File: src/rtl/rs_pkg.sv
// Shared opcode, instruction and bus types for the issue slice; import by wildcard where needed
package rs_pkg;

    // Datapath and tag widths that every struct below is built on
    localparam int DATA_W = 32;
    localparam int TAG_W  = 6;

    // Only the two integer register forms are decoded by this slice
    typedef enum logic [6:0] {
        OPCODE_OP    = 7'b0110011,
        OPCODE_OPIMM = 7'b0010011
    } opcode_t;

    // Register-register view of the instruction word
    typedef struct packed {
        logic [6:0] funct7;
        logic [4:0] rs2;
        logic [4:0] rs1;
        logic [2:0] funct3;
        logic [4:0] rd;
        opcode_t    opcode;
    } insn_r_t;

    // Register-immediate view of the same word
    typedef struct packed {
        logic [11:0] imm12;
        logic [4:0]  rs1;
        logic [2:0]  funct3;
        logic [4:0]  rd;
        opcode_t     opcode;
    } insn_i_t;

    // The ALU picks the view that matches the opcode
    typedef union packed {
        insn_r_t r;
        insn_i_t i;
    } insn_u;

    // One instruction as handed over by the dispatcher
    // Index 0 is source A and index 1 is source B
    typedef struct packed {
        opcode_t                      opcode;
        insn_u                        insn;
        logic [1:0]                   src_rdy;
        logic [1:0][DATA_W-1:0]       src_data;
        logic [1:0][TAG_W-1:0]        src_tag;
        logic [TAG_W-1:0]             dst_tag;
    } rs_dispatch_t;

    // One instruction leaving the station for the ALU
    typedef struct packed {
        logic              valid;
        opcode_t           opcode;
        insn_u             insn;
        logic [DATA_W-1:0] src_a;
        logic [DATA_W-1:0] src_b;
        logic [TAG_W-1:0]  tag;
    } fu_issue_t;

    // Common data bus, a single producer with no back-pressure
    typedef struct packed {
        logic              valid;
        logic [TAG_W-1:0]  tag;
        logic [DATA_W-1:0] data;
    } cdb_t;

    // Flush sequencer states
    typedef enum logic [1:0] {
        FS_RUN,
        FS_KILL,
        FS_RETURN
    } flush_state_t;

endpackage

File: src/rtl/flush_sequencer.sv
// Flush control FSM: clears the station, kills the ALU stage and returns flushed credits
`timescale 1ns/1ps

module flush_sequencer
    import rs_pkg::*;
(
    input  logic clk,
    input  logic n_rst,
    input  logic flush,
    input  logic return_zero,
    output logic rs_clear,
    output logic alu_kill,
    output logic load_return,
    output logic return_step,
    output logic return_pulse,
    output logic flush_busy
);

    flush_state_t state;
    flush_state_t state_next;

    always_ff @(posedge clk or negedge n_rst) begin
        if (!n_rst) begin
            state <= FS_RUN;
        end else begin
            state <= state_next;
        end
    end

    // A flush request is only taken while running normally
    // From FS_KILL the return phase is skipped when the station was empty
    always_comb begin
        state_next = state;
        case (state)
            FS_RUN: begin
                if (flush) begin
                    state_next = FS_KILL;
                end
            end
            FS_KILL: begin
                state_next = return_zero ? FS_RUN : FS_RETURN;
            end
            FS_RETURN: begin
                if (return_zero) begin
                    state_next = FS_RUN;
                end
            end
            default: begin
                state_next = FS_RUN;
            end
        endcase
    end

    // Clear, kill and counter load all happen in the single FS_KILL cycle
    assign rs_clear    = (state == FS_KILL);
    assign alu_kill    = (state == FS_KILL);
    assign load_return = (state == FS_KILL);

    // One credit per cycle while any are owed
    assign return_pulse = (state == FS_RETURN) && !return_zero;
    assign return_step  = return_pulse;

    assign flush_busy = (state != FS_RUN);

endmodule

File: src/rtl/int_alu.sv
// Single-stage integer ALU for OP and OP-IMM, registering its result onto the CDB
`timescale 1ns/1ps

module int_alu
    import rs_pkg::*;
(
    input  logic      clk,
    input  logic      n_rst,
    input  logic      alu_kill,
    input  fu_issue_t issue,
    output cdb_t      cdb
);

    logic [2:0]        funct3;
    logic              is_sub;
    logic [DATA_W-1:0] op_b;
    logic [DATA_W-1:0] result;
    logic              stage_valid;
    logic [TAG_W-1:0]  stage_tag;
    logic [DATA_W-1:0] stage_data;

    // The immediate form takes its operand from the word itself, sign-extended
    // Subtract exists only in the register form, flagged by funct7 bit 5
    always_comb begin
        if (issue.opcode == OPCODE_OPIMM) begin
            funct3 = issue.insn.i.funct3;
            op_b   = {{(DATA_W - 12){issue.insn.i.imm12[11]}}, issue.insn.i.imm12};
            is_sub = 1'b0;
        end else begin
            funct3 = issue.insn.r.funct3;
            op_b   = issue.src_b;
            is_sub = issue.insn.r.funct7[5];
        end
    end

    // Shift encodings are not supported and give zero
    always_comb begin
        case (funct3)
            3'b000: result = is_sub ? issue.src_a - op_b : issue.src_a + op_b;
            3'b010: result = {{(DATA_W - 1){1'b0}}, $signed(issue.src_a) < $signed(op_b)};
            3'b011: result = {{(DATA_W - 1){1'b0}}, issue.src_a < op_b};
            3'b100: result = issue.src_a ^ op_b;
            3'b110: result = issue.src_a | op_b;
            3'b111: result = issue.src_a & op_b;
            default: result = '0;
        endcase
    end

    always_ff @(posedge clk or negedge n_rst) begin
        if (!n_rst) begin
            stage_valid <= 1'b0;
        end else begin
            stage_valid <= issue.valid;
        end
    end

    // Result and tag only move when something issues
    always_ff @(posedge clk) begin
        if (issue.valid) begin
            stage_tag  <= issue.tag;
            stage_data <= result;
        end
    end

    // A kill drops whatever sits in the stage so it never reaches the bus
    assign cdb.valid = stage_valid && !alu_kill;
    assign cdb.tag   = stage_tag;
    assign cdb.data  = stage_data;

endmodule

File: src/rtl/occupancy_counter.sv
// Tracks occupied station slots and counts down the credits still owed after a flush
`timescale 1ns/1ps

module occupancy_counter #(
    parameter int RS_DEPTH = 8
) (
    input  logic clk,
    input  logic n_rst,
    input  logic dispatch_fire,
    input  logic issue_fire,
    input  logic load_return,
    input  logic return_step,
    output logic return_zero
);

    localparam int CNT_W = $clog2(RS_DEPTH + 1);

    logic [CNT_W-1:0] occ;
    logic [CNT_W-1:0] owed;

    // The load takes the occupancy from before the clear and starts it over at zero
    always_ff @(posedge clk or negedge n_rst) begin
        if (!n_rst) begin
            occ  <= '0;
            owed <= '0;
        end else if (load_return) begin
            owed <= occ;
            occ  <= '0;
        end else begin
            if (return_step) begin
                owed <= owed - 1'b1;
            end
            if (dispatch_fire && !issue_fire) begin
                occ <= occ + 1'b1;
            end else if (issue_fire && !dispatch_fire) begin
                occ <= occ - 1'b1;
            end
        end
    end

    // During the load cycle the answer already reflects what is about to be owed,
    // which lets the sequencer skip the return phase for an empty station
    assign return_zero = load_return ? (occ == '0) : (owed == '0);

    a_occ_bound: assert property (@(posedge clk) disable iff (!n_rst) occ <= CNT_W'(RS_DEPTH))
        else $error("occupancy count exceeds station depth");

    // The sequencer must never step past zero
    a_step_owed: assert property (@(posedge clk) disable iff (!n_rst) return_step |-> owed != '0)
        else $error("credit returned while none was owed");

endmodule

File: src/rtl/reservation_station.sv
// Eight-slot (by default) reservation station with CDB wake-up and oldest-ready issue
`timescale 1ns/1ps

module reservation_station
    import rs_pkg::*;
#(
    parameter int RS_DEPTH = 8
) (
    input  logic         clk,
    input  logic         n_rst,
    input  logic         rs_clear,
    input  logic         dispatch_valid,
    input  rs_dispatch_t dispatch,
    input  cdb_t         cdb,
    output fu_issue_t    issue,
    output logic         dispatch_fire,
    output logic         full
);

    localparam int IDX_W = (RS_DEPTH > 1) ? $clog2(RS_DEPTH) : 1;

    // Slot payload is the dispatched instruction itself, with ready bits and
    // operand data later overwritten by CDB captures
    rs_dispatch_t        slot [RS_DEPTH];
    logic [IDX_W-1:0]    age  [RS_DEPTH];
    logic [RS_DEPTH-1:0] older [RS_DEPTH];
    logic [RS_DEPTH-1:0] slot_empty;
    logic [RS_DEPTH-1:0] issue_ready;
    logic [RS_DEPTH-1:0] issue_sel;
    logic [RS_DEPTH-1:0] dispatch_sel;
    logic [IDX_W-1:0]    issue_idx;
    logic                issuing;

    // Lowest-numbered empty slot as a one-hot vector
    assign dispatch_sel  = slot_empty & ~(slot_empty - 1'b1);
    assign full          = ~|slot_empty;
    assign dispatch_fire = dispatch_valid && !full && !rs_clear;

    // Row i of the age matrix is set where slot i is at least as old as slot j
    // A slot is a candidate once it holds an instruction with both operands
    always_comb begin
        for (int i = 0; i < RS_DEPTH; i++) begin
            for (int j = 0; j < RS_DEPTH; j++) begin
                older[i][j] = (i == j) || (age[i] > age[j]);
            end
            issue_ready[i] = !slot_empty[i] && (&slot[i].src_rdy);
        end
    end

    // Comparisons against slots that are not ready are masked off, so only
    // the oldest candidate survives
    // Nothing issues in the cycle the station is being cleared
    always_comb begin
        for (int i = 0; i < RS_DEPTH; i++) begin
            issue_sel[i] = issue_ready[i] && (&(older[i] | ~issue_ready)) && !rs_clear;
        end
    end

    assign issuing = |issue_sel;

    // One-hot select to slot index
    always_comb begin
        issue_idx = '0;
        for (int i = 0; i < RS_DEPTH; i++) begin
            if (issue_sel[i]) begin
                issue_idx = issue_idx | IDX_W'(i);
            end
        end
    end

    // The ALU sees an all-zero bundle when no slot issues
    always_comb begin
        issue = '0;
        if (issuing) begin
            issue.valid  = 1'b1;
            issue.opcode = slot[issue_idx].opcode;
            issue.insn   = slot[issue_idx].insn;
            issue.src_a  = slot[issue_idx].src_data[0];
            issue.src_b  = slot[issue_idx].src_data[1];
            issue.tag    = slot[issue_idx].dst_tag;
        end
    end

    // Occupancy per slot; a clear empties everything at once
    always_ff @(posedge clk or negedge n_rst) begin
        if (!n_rst) begin
            slot_empty <= '1;
        end else if (rs_clear) begin
            slot_empty <= '1;
        end else begin
            slot_empty <= (slot_empty | issue_sel) & ~(dispatch_sel & {RS_DEPTH{dispatch_fire}});
        end
    end

    // Ages behave as in a linear shifting station where age 0 is the youngest
    // On dispatch alone every other slot gets older
    // On issue alone the slots older than the issuer close the gap it leaves
    // On both, only the slots younger than the issuer move up
    always_ff @(posedge clk or negedge n_rst) begin
        if (!n_rst) begin
            for (int i = 0; i < RS_DEPTH; i++) begin
                age[i] <= '0;
            end
        end else begin
            for (int i = 0; i < RS_DEPTH; i++) begin
                case ({dispatch_fire, issuing})
                    2'b01: begin
                        if (age[i] > age[issue_idx]) begin
                            age[i] <= age[i] - 1'b1;
                        end
                    end
                    2'b10: begin
                        age[i] <= dispatch_sel[i] ? '0 : age[i] + 1'b1;
                    end
                    2'b11: begin
                        if (dispatch_sel[i]) begin
                            age[i] <= '0;
                        end else if (age[i] < age[issue_idx]) begin
                            age[i] <= age[i] + 1'b1;
                        end
                    end
                    default: begin
                        age[i] <= age[i];
                    end
                endcase
            end
        end
    end

    // Dispatch writes the whole slot; a broadcast in the same cycle is caught
    // here too, otherwise the slot would wait for a tag that has already passed
    always_ff @(posedge clk) begin
        for (int i = 0; i < RS_DEPTH; i++) begin
            if (dispatch_fire && dispatch_sel[i]) begin
                slot[i] <= dispatch;
                for (int k = 0; k < 2; k++) begin
                    if (cdb.valid && !dispatch.src_rdy[k] && cdb.tag == dispatch.src_tag[k]) begin
                        slot[i].src_rdy[k]  <= 1'b1;
                        slot[i].src_data[k] <= cdb.data;
                    end
                end
            end else begin
                // Only operands still waiting take the broadcast value
                for (int k = 0; k < 2; k++) begin
                    if (cdb.valid && !slot[i].src_rdy[k] && cdb.tag == slot[i].src_tag[k]) begin
                        slot[i].src_rdy[k]  <= 1'b1;
                        slot[i].src_data[k] <= cdb.data;
                    end
                end
            end
        end
    end

    // At most one slot wins the age comparison
    a_issue_onehot: assert property (@(posedge clk) disable iff (!n_rst) $onehot0(issue_sel))
        else $error("issue select is not one-hot");

    // The credit scheme must keep the dispatcher away from a full station
    a_no_dispatch_full: assert property (
        @(posedge clk) disable iff (!n_rst) dispatch_valid |-> !full
    ) else $error("dispatch arrived while the station was full");

endmodule

File: src/rtl/rs_slice_top.sv
// Integer issue slice top: station, occupancy counter, flush FSM and ALU with merged credits
`timescale 1ns/1ps

module rs_slice_top
    import rs_pkg::*;
#(
    parameter int RS_DEPTH = 8
) (
    input  logic         clk,
    input  logic         n_rst,
    input  logic         flush,
    input  logic         dispatch_valid,
    input  rs_dispatch_t dispatch,
    output logic         credit_return,
    output logic         flush_busy,
    output cdb_t         cdb
);

    fu_issue_t issue;
    logic      dispatch_fire;
    logic      rs_clear;
    logic      alu_kill;
    logic      load_return;
    logic      return_step;
    logic      return_pulse;
    logic      return_zero;

    // Fullness is checked inside the station; the dispatcher relies on credits
    reservation_station #(.RS_DEPTH(RS_DEPTH)) u_rs (
        .clk           (clk),
        .n_rst         (n_rst),
        .rs_clear      (rs_clear),
        .dispatch_valid(dispatch_valid),
        .dispatch      (dispatch),
        .cdb           (cdb),
        .issue         (issue),
        .dispatch_fire (dispatch_fire),
        .full          ()
    );

    occupancy_counter #(.RS_DEPTH(RS_DEPTH)) u_occ (
        .clk          (clk),
        .n_rst        (n_rst),
        .dispatch_fire(dispatch_fire),
        .issue_fire   (issue.valid),
        .load_return  (load_return),
        .return_step  (return_step),
        .return_zero  (return_zero)
    );

    flush_sequencer u_seq (
        .clk         (clk),
        .n_rst       (n_rst),
        .flush       (flush),
        .return_zero (return_zero),
        .rs_clear    (rs_clear),
        .alu_kill    (alu_kill),
        .load_return (load_return),
        .return_step (return_step),
        .return_pulse(return_pulse),
        .flush_busy  (flush_busy)
    );

    int_alu u_alu (
        .clk     (clk),
        .n_rst   (n_rst),
        .alu_kill(alu_kill),
        .issue   (issue),
        .cdb     (cdb)
    );

    // Each issue frees a slot and each flushed slot is paid back later
    assign credit_return = issue.valid || return_pulse;

    // Issue and flush return can never overlap, or a credit would be lost
    a_credit_merge: assert property (
        @(posedge clk) disable iff (!n_rst) !(issue.valid && return_pulse)
    ) else $error("issue and flush credit return in the same cycle");

    // Station must stay quiet for the whole flush
    a_no_issue_busy: assert property (@(posedge clk) disable iff (!n_rst) flush_busy |-> !issue.valid)
        else $error("issue while a flush is in progress");

endmodule

File: config.mk
export PLATFORM = sky130hd
export DESIGN_NAME = rs_slice_top
export DESIGN_NICKNAME = d
export VERILOG_FILES = /design/src/rtl/rs_pkg.sv /design/src/rtl/flush_sequencer.sv /design/src/rtl/int_alu.sv /design/src/rtl/occupancy_counter.sv /design/src/rtl/reservation_station.sv /design/src/rtl/rs_slice_top.sv
export SDC_FILE = /design/constraint.sdc
export NUM_CORES = 2
export LEC_CHECK = 0
export ABC_AREA = 1
export BUFFER_PORTS_ARGS = -buffer_cell sky130_fd_sc_hd__clkbuf_2
export CORE_MARGIN = 2
export CORE_UTILIZATION = 25
export CTS_CLUSTER_DIAMETER = 60
export DETAILED_ROUTE_END_ITERATION = 16
export SYNTH_ARGS = -nofsm -noshare
export SYNTH_HDL_FRONTEND = slang
export SYNTH_HIERARCHICAL = 1
export SYNTH_SLANG_ARGS = --single-unit
File: constraint.sdc
create_clock -name clk -period 7.1 [get_ports clk]
set_input_delay 0.355 -clock clk [delete_from_list [all_inputs] [get_ports clk]]
set_output_delay 0.355 -clock clk [all_outputs]
set_load 0.01 [all_outputs]
==> results <==
- The count of routing violations after the opening detailed-route iteration is 4,735.
- The residual DRC count is 0.
- The portion of total power attributed to the clock network is 20.2%.
- In this run the tightest slew margin relative to its limit is ~40%.
- The kind of capture point of the worst setup path is a register.
- In the layout the commonest cells are 1,818 x sky130_fd_sc_hd__nand2_1, 884 x sky130_fd_sc_hd__edfxtp_1, 606 x sky130_fd_sc_hd__o21ai_0, 402 x sky130_fd_sc_hd__inv_1, 369 x sky130_fd_sc_hd__nand3_1.
- The later pin in the worst-skew pair is clocked with a latency of 0.73 ns.
- The number of placed instances with taps included is 8,762.
- The total count of max-transition violations in the final report is 0.
- Of all nets on the critical path, the largest fanout is 69.
- The placer congestion estimate is around 0.94.
- The sequential cell area is 0.0277 mm^2.
- TritonCTS built the clock tree.
- After filler insertion, the fill cell instance count of the layout stands at 22,600.
- The worst setup path is of the reg2reg kind.
- The setup slack of the most critical reg-to-reg path is 0.53 ns.
- The number of cells upsized or downsized after cts is 0.
- The critical-path cell with the highest stage delay is sky130_fd_sc_hd__dfrtp_1.
- The switching power summed over all nets is 11.6 mW.
- The total internal power is approximately 14 mW.
- For the pin with the worst max-slew slack, the measured transition is 0.905 ns.
- Measured along the y axis, the die boundary spans 469 um.
- Setup repair after global routing left no endpoint under its margin.
- Measured along the x axis, the die boundary spans 469 um.
- The gate count of the mapped netlist is just over 6,000.
- The H-tree generated during clock tree synthesis spans 3 levels.
- The mean area per synthesized cell is 8.86 um^2.
- The final worst-path setup slack is 0.527 ns.
- The number of global-route vias before repair is about 42,000.
- Static timing analysis puts the maximum clock frequency at 152 MHz.
- VDD sags by at most 0.000262 V.
- The number of iterations in the first detailed-routing pass is 6.
- The multi-input logic area is 0.0223 mm^2.
- Cells fill 28.4% of the core in the end.
- Clock tree synthesis inserted a total of 94 buffers.
- The cell type with the highest occurrence count on the critical path is sky130_fd_sc_hd__nand2_1.
- The full die area is around 0.22 mm^2.
- The leading cell type in the layout, fill and taps excluded is sky130_fd_sc_hd__nand2_1.
- The number of antenna violations at the first check in global routing is slightly above 40.
- Net switching is 45.9% of the power.
- OpenSTA, run right after detailed placement, puts the worst setup slack at 0.529 ns.
- The total number of vias is ~45,000.
- The number of nets in the finished design is 6,432.
- After clock tree synthesis, the clock-pin slew on the worst setup and hold paths is 0.07 ns.
- The final-layout worst hold slack is 0.0255 ns.
- The estimated wirelength of the detail-placed design is 125 mm.
- On the worst path, the slowest cell contributes a delay of 0.62 ns.
- Synthesis produced a netlist with a net count of 6,437.
- The share of total power in sequential cells is between 20% and 30%.
- Combinational logic is responsible for 50.2% of the overall power.
- The floorplan step defined a core boundary enclosing 0.215 mm^2.
- The path class of the tightest hold or removal check is in2reg.
- The post-route netlist has 10.9% of its cells at a drive strength greater than 1.
- The via density per instance is 4.98.
- The static leakage is 24.6 nW.
- For the worst setup path, the data arrival time is 7.03 ns.
- For the final routed database, the setup TNS stands at 0 ns.
- Wires add up to ~190 mm.
- The time the worst path needs with I/O delays and setup is around 6.6 ns.
- On the final layout, the worst clock skew is 0.0385 ns.
- The effective utilization at floorplan is between 20% and 30%.
- STA classifies the critical path startpoint as a register.
- Clock tree synthesis selected as its root buffer the cell sky130_fd_sc_hd__clkbuf_16.
- The first global-routing pass estimated 277 mm of wire.
- During I/O placement, the number of pins put on the boundary was roughly 170.
- For this run the aggregate overflow at the end of global routing stands at 0.
- For this run, the total global-route usage over all layers was measured as between 10% and 20%.
- Across the run, the number of max-cap violations was 0.
- Compared with the post-synthesis result, the final layout area differs by 13.1%.
- The detailed-route wire length per cell is 21.1 um.
- Summing every instance area after synthesis gives 0.0539 mm^2.
- Counting every sink on the clock net gives 929.
- The flow ran to the end, and the final reports show no timing, DRC or antenna violations.
- The number of buffer cells added on primary ports is 150.
- The post-detailed-route count of antenna-violating nets is 0.
- The largest net degree at the start of global routing is 140.
- The total number of placement rows is 170.
- The filler-free cell count of the finished design is 9,003.
- The setup-violating endpoint count in the final report is 0.
- The final period utilization is 92.6%.
- The required time of the worst setup path is between 7 and 8 ns.
- The clock passes through at most 3 buffers.
- Dividing total power by cell area gives a power density of 413 mW/mm^2.
- Yosys printed 6 warnings.
- The final count of hold timing violations came to 0.
[per-stage QoR]
step                      area, um^2  total power [mW]
final                          61000              25.2
after global routing           61000              26.9
after CTS                      60900              25.1
after detailed placement       57300              20.0
after global placement         57300              19.7
after floorplan                53900              15.9
[state kept, by name (all words and copies together) (netlist names)]
| signal | cells |
|---|---|
| u_occ/occ | 4 |
| u_alu/stage_valid | 1 |
| u_rs/slot | 848 |
| u_rs/age | 24 |
| u_seq/state | 2 |
| u_rs/slot_empty | 8 |
| u_alu/stage_data | 32 |
| u_alu/stage_tag | 6 |
| u_occ/owed | 4 |
[final timing paths]
path                                          start  cells past startpoint                       endpoint
setup / recovery           u_rs/age[14]$_DFFE_PN0P_                     37  u_alu/stage_data[9]$_DFFE_PP_
hold / removal                         dispatch[14]                      1     u_rs/slot[5][14]$_DFFE_PP_
setup reg to reg           u_rs/age[14]$_DFFE_PN0P_                     37  u_alu/stage_data[9]$_DFFE_PP_
hold reg to reg            u_rs/slot[4][83]$_DFF_P_                      2       u_rs/slot[4][83]$_DFF_P_
max in group asynchronous                     n_rst                      3       u_rs/age[15]$_DFFE_PN0P_
min in group asynchronous                     n_rst                      3       u_rs/age[14]$_DFFE_PN0P_
[timing repair]
item / in CTS / in global routing
hold buffers: 51 / 0
buffers inserted: 0 / 9
endpoints found under the hold margin: 343 / 0
endpoints found under the setup margin: 0 / 12
[per-layer routing]
metal / global-route usage (%) / up-vias / wire (um) / share of wire (%)
li1: - / 20800 / - / -
met3: 2.48 / 385 / 15200 / 8.0
met1: 22.4 / 21500 / 78800 / 41
met5: 0 / - / 144 / 0.076
met4: 5.85 / 22 / 6460 / 3.4
met2: 27.7 / 2014 / 89400 / 47
[area by class of cell]
type                       instances  share of cell area [%]
antenna                            8                  0.0328
timing repair buffer             359                    4.34
clock inverter                    55                   0.970
sequential                       929                    45.4
inverter                         450                    2.79
tap                             2838                    5.82
clock buffer                     117                    4.08
multi-input combinational       4247                    36.6
[worst max-delay path: cells and delay by family (launching register included)]
family                     cells  cell delay [ns]
DFF                            1             0.62
AOI/OAI and AO/OA              6             0.98
buffers and inverters          7             1.17
and+or+nand+nor               22             2.64
adders and majority gates      2             0.87
[power groups by stage]
stage          Sequential, mW  Combinational [mW]  Clock, mW
2_1_floorplan            7.41                8.48          0
3_3_place_gp             7.56                12.2          0
3_5_place_dp             7.57                12.4          0
4_1_cts                  7.47                12.5       5.17
5_1_grt                  7.51                14.0       5.38
6_report                 7.45                12.7       5.09
Note: power is estimated with default switching activity, not from simulation.
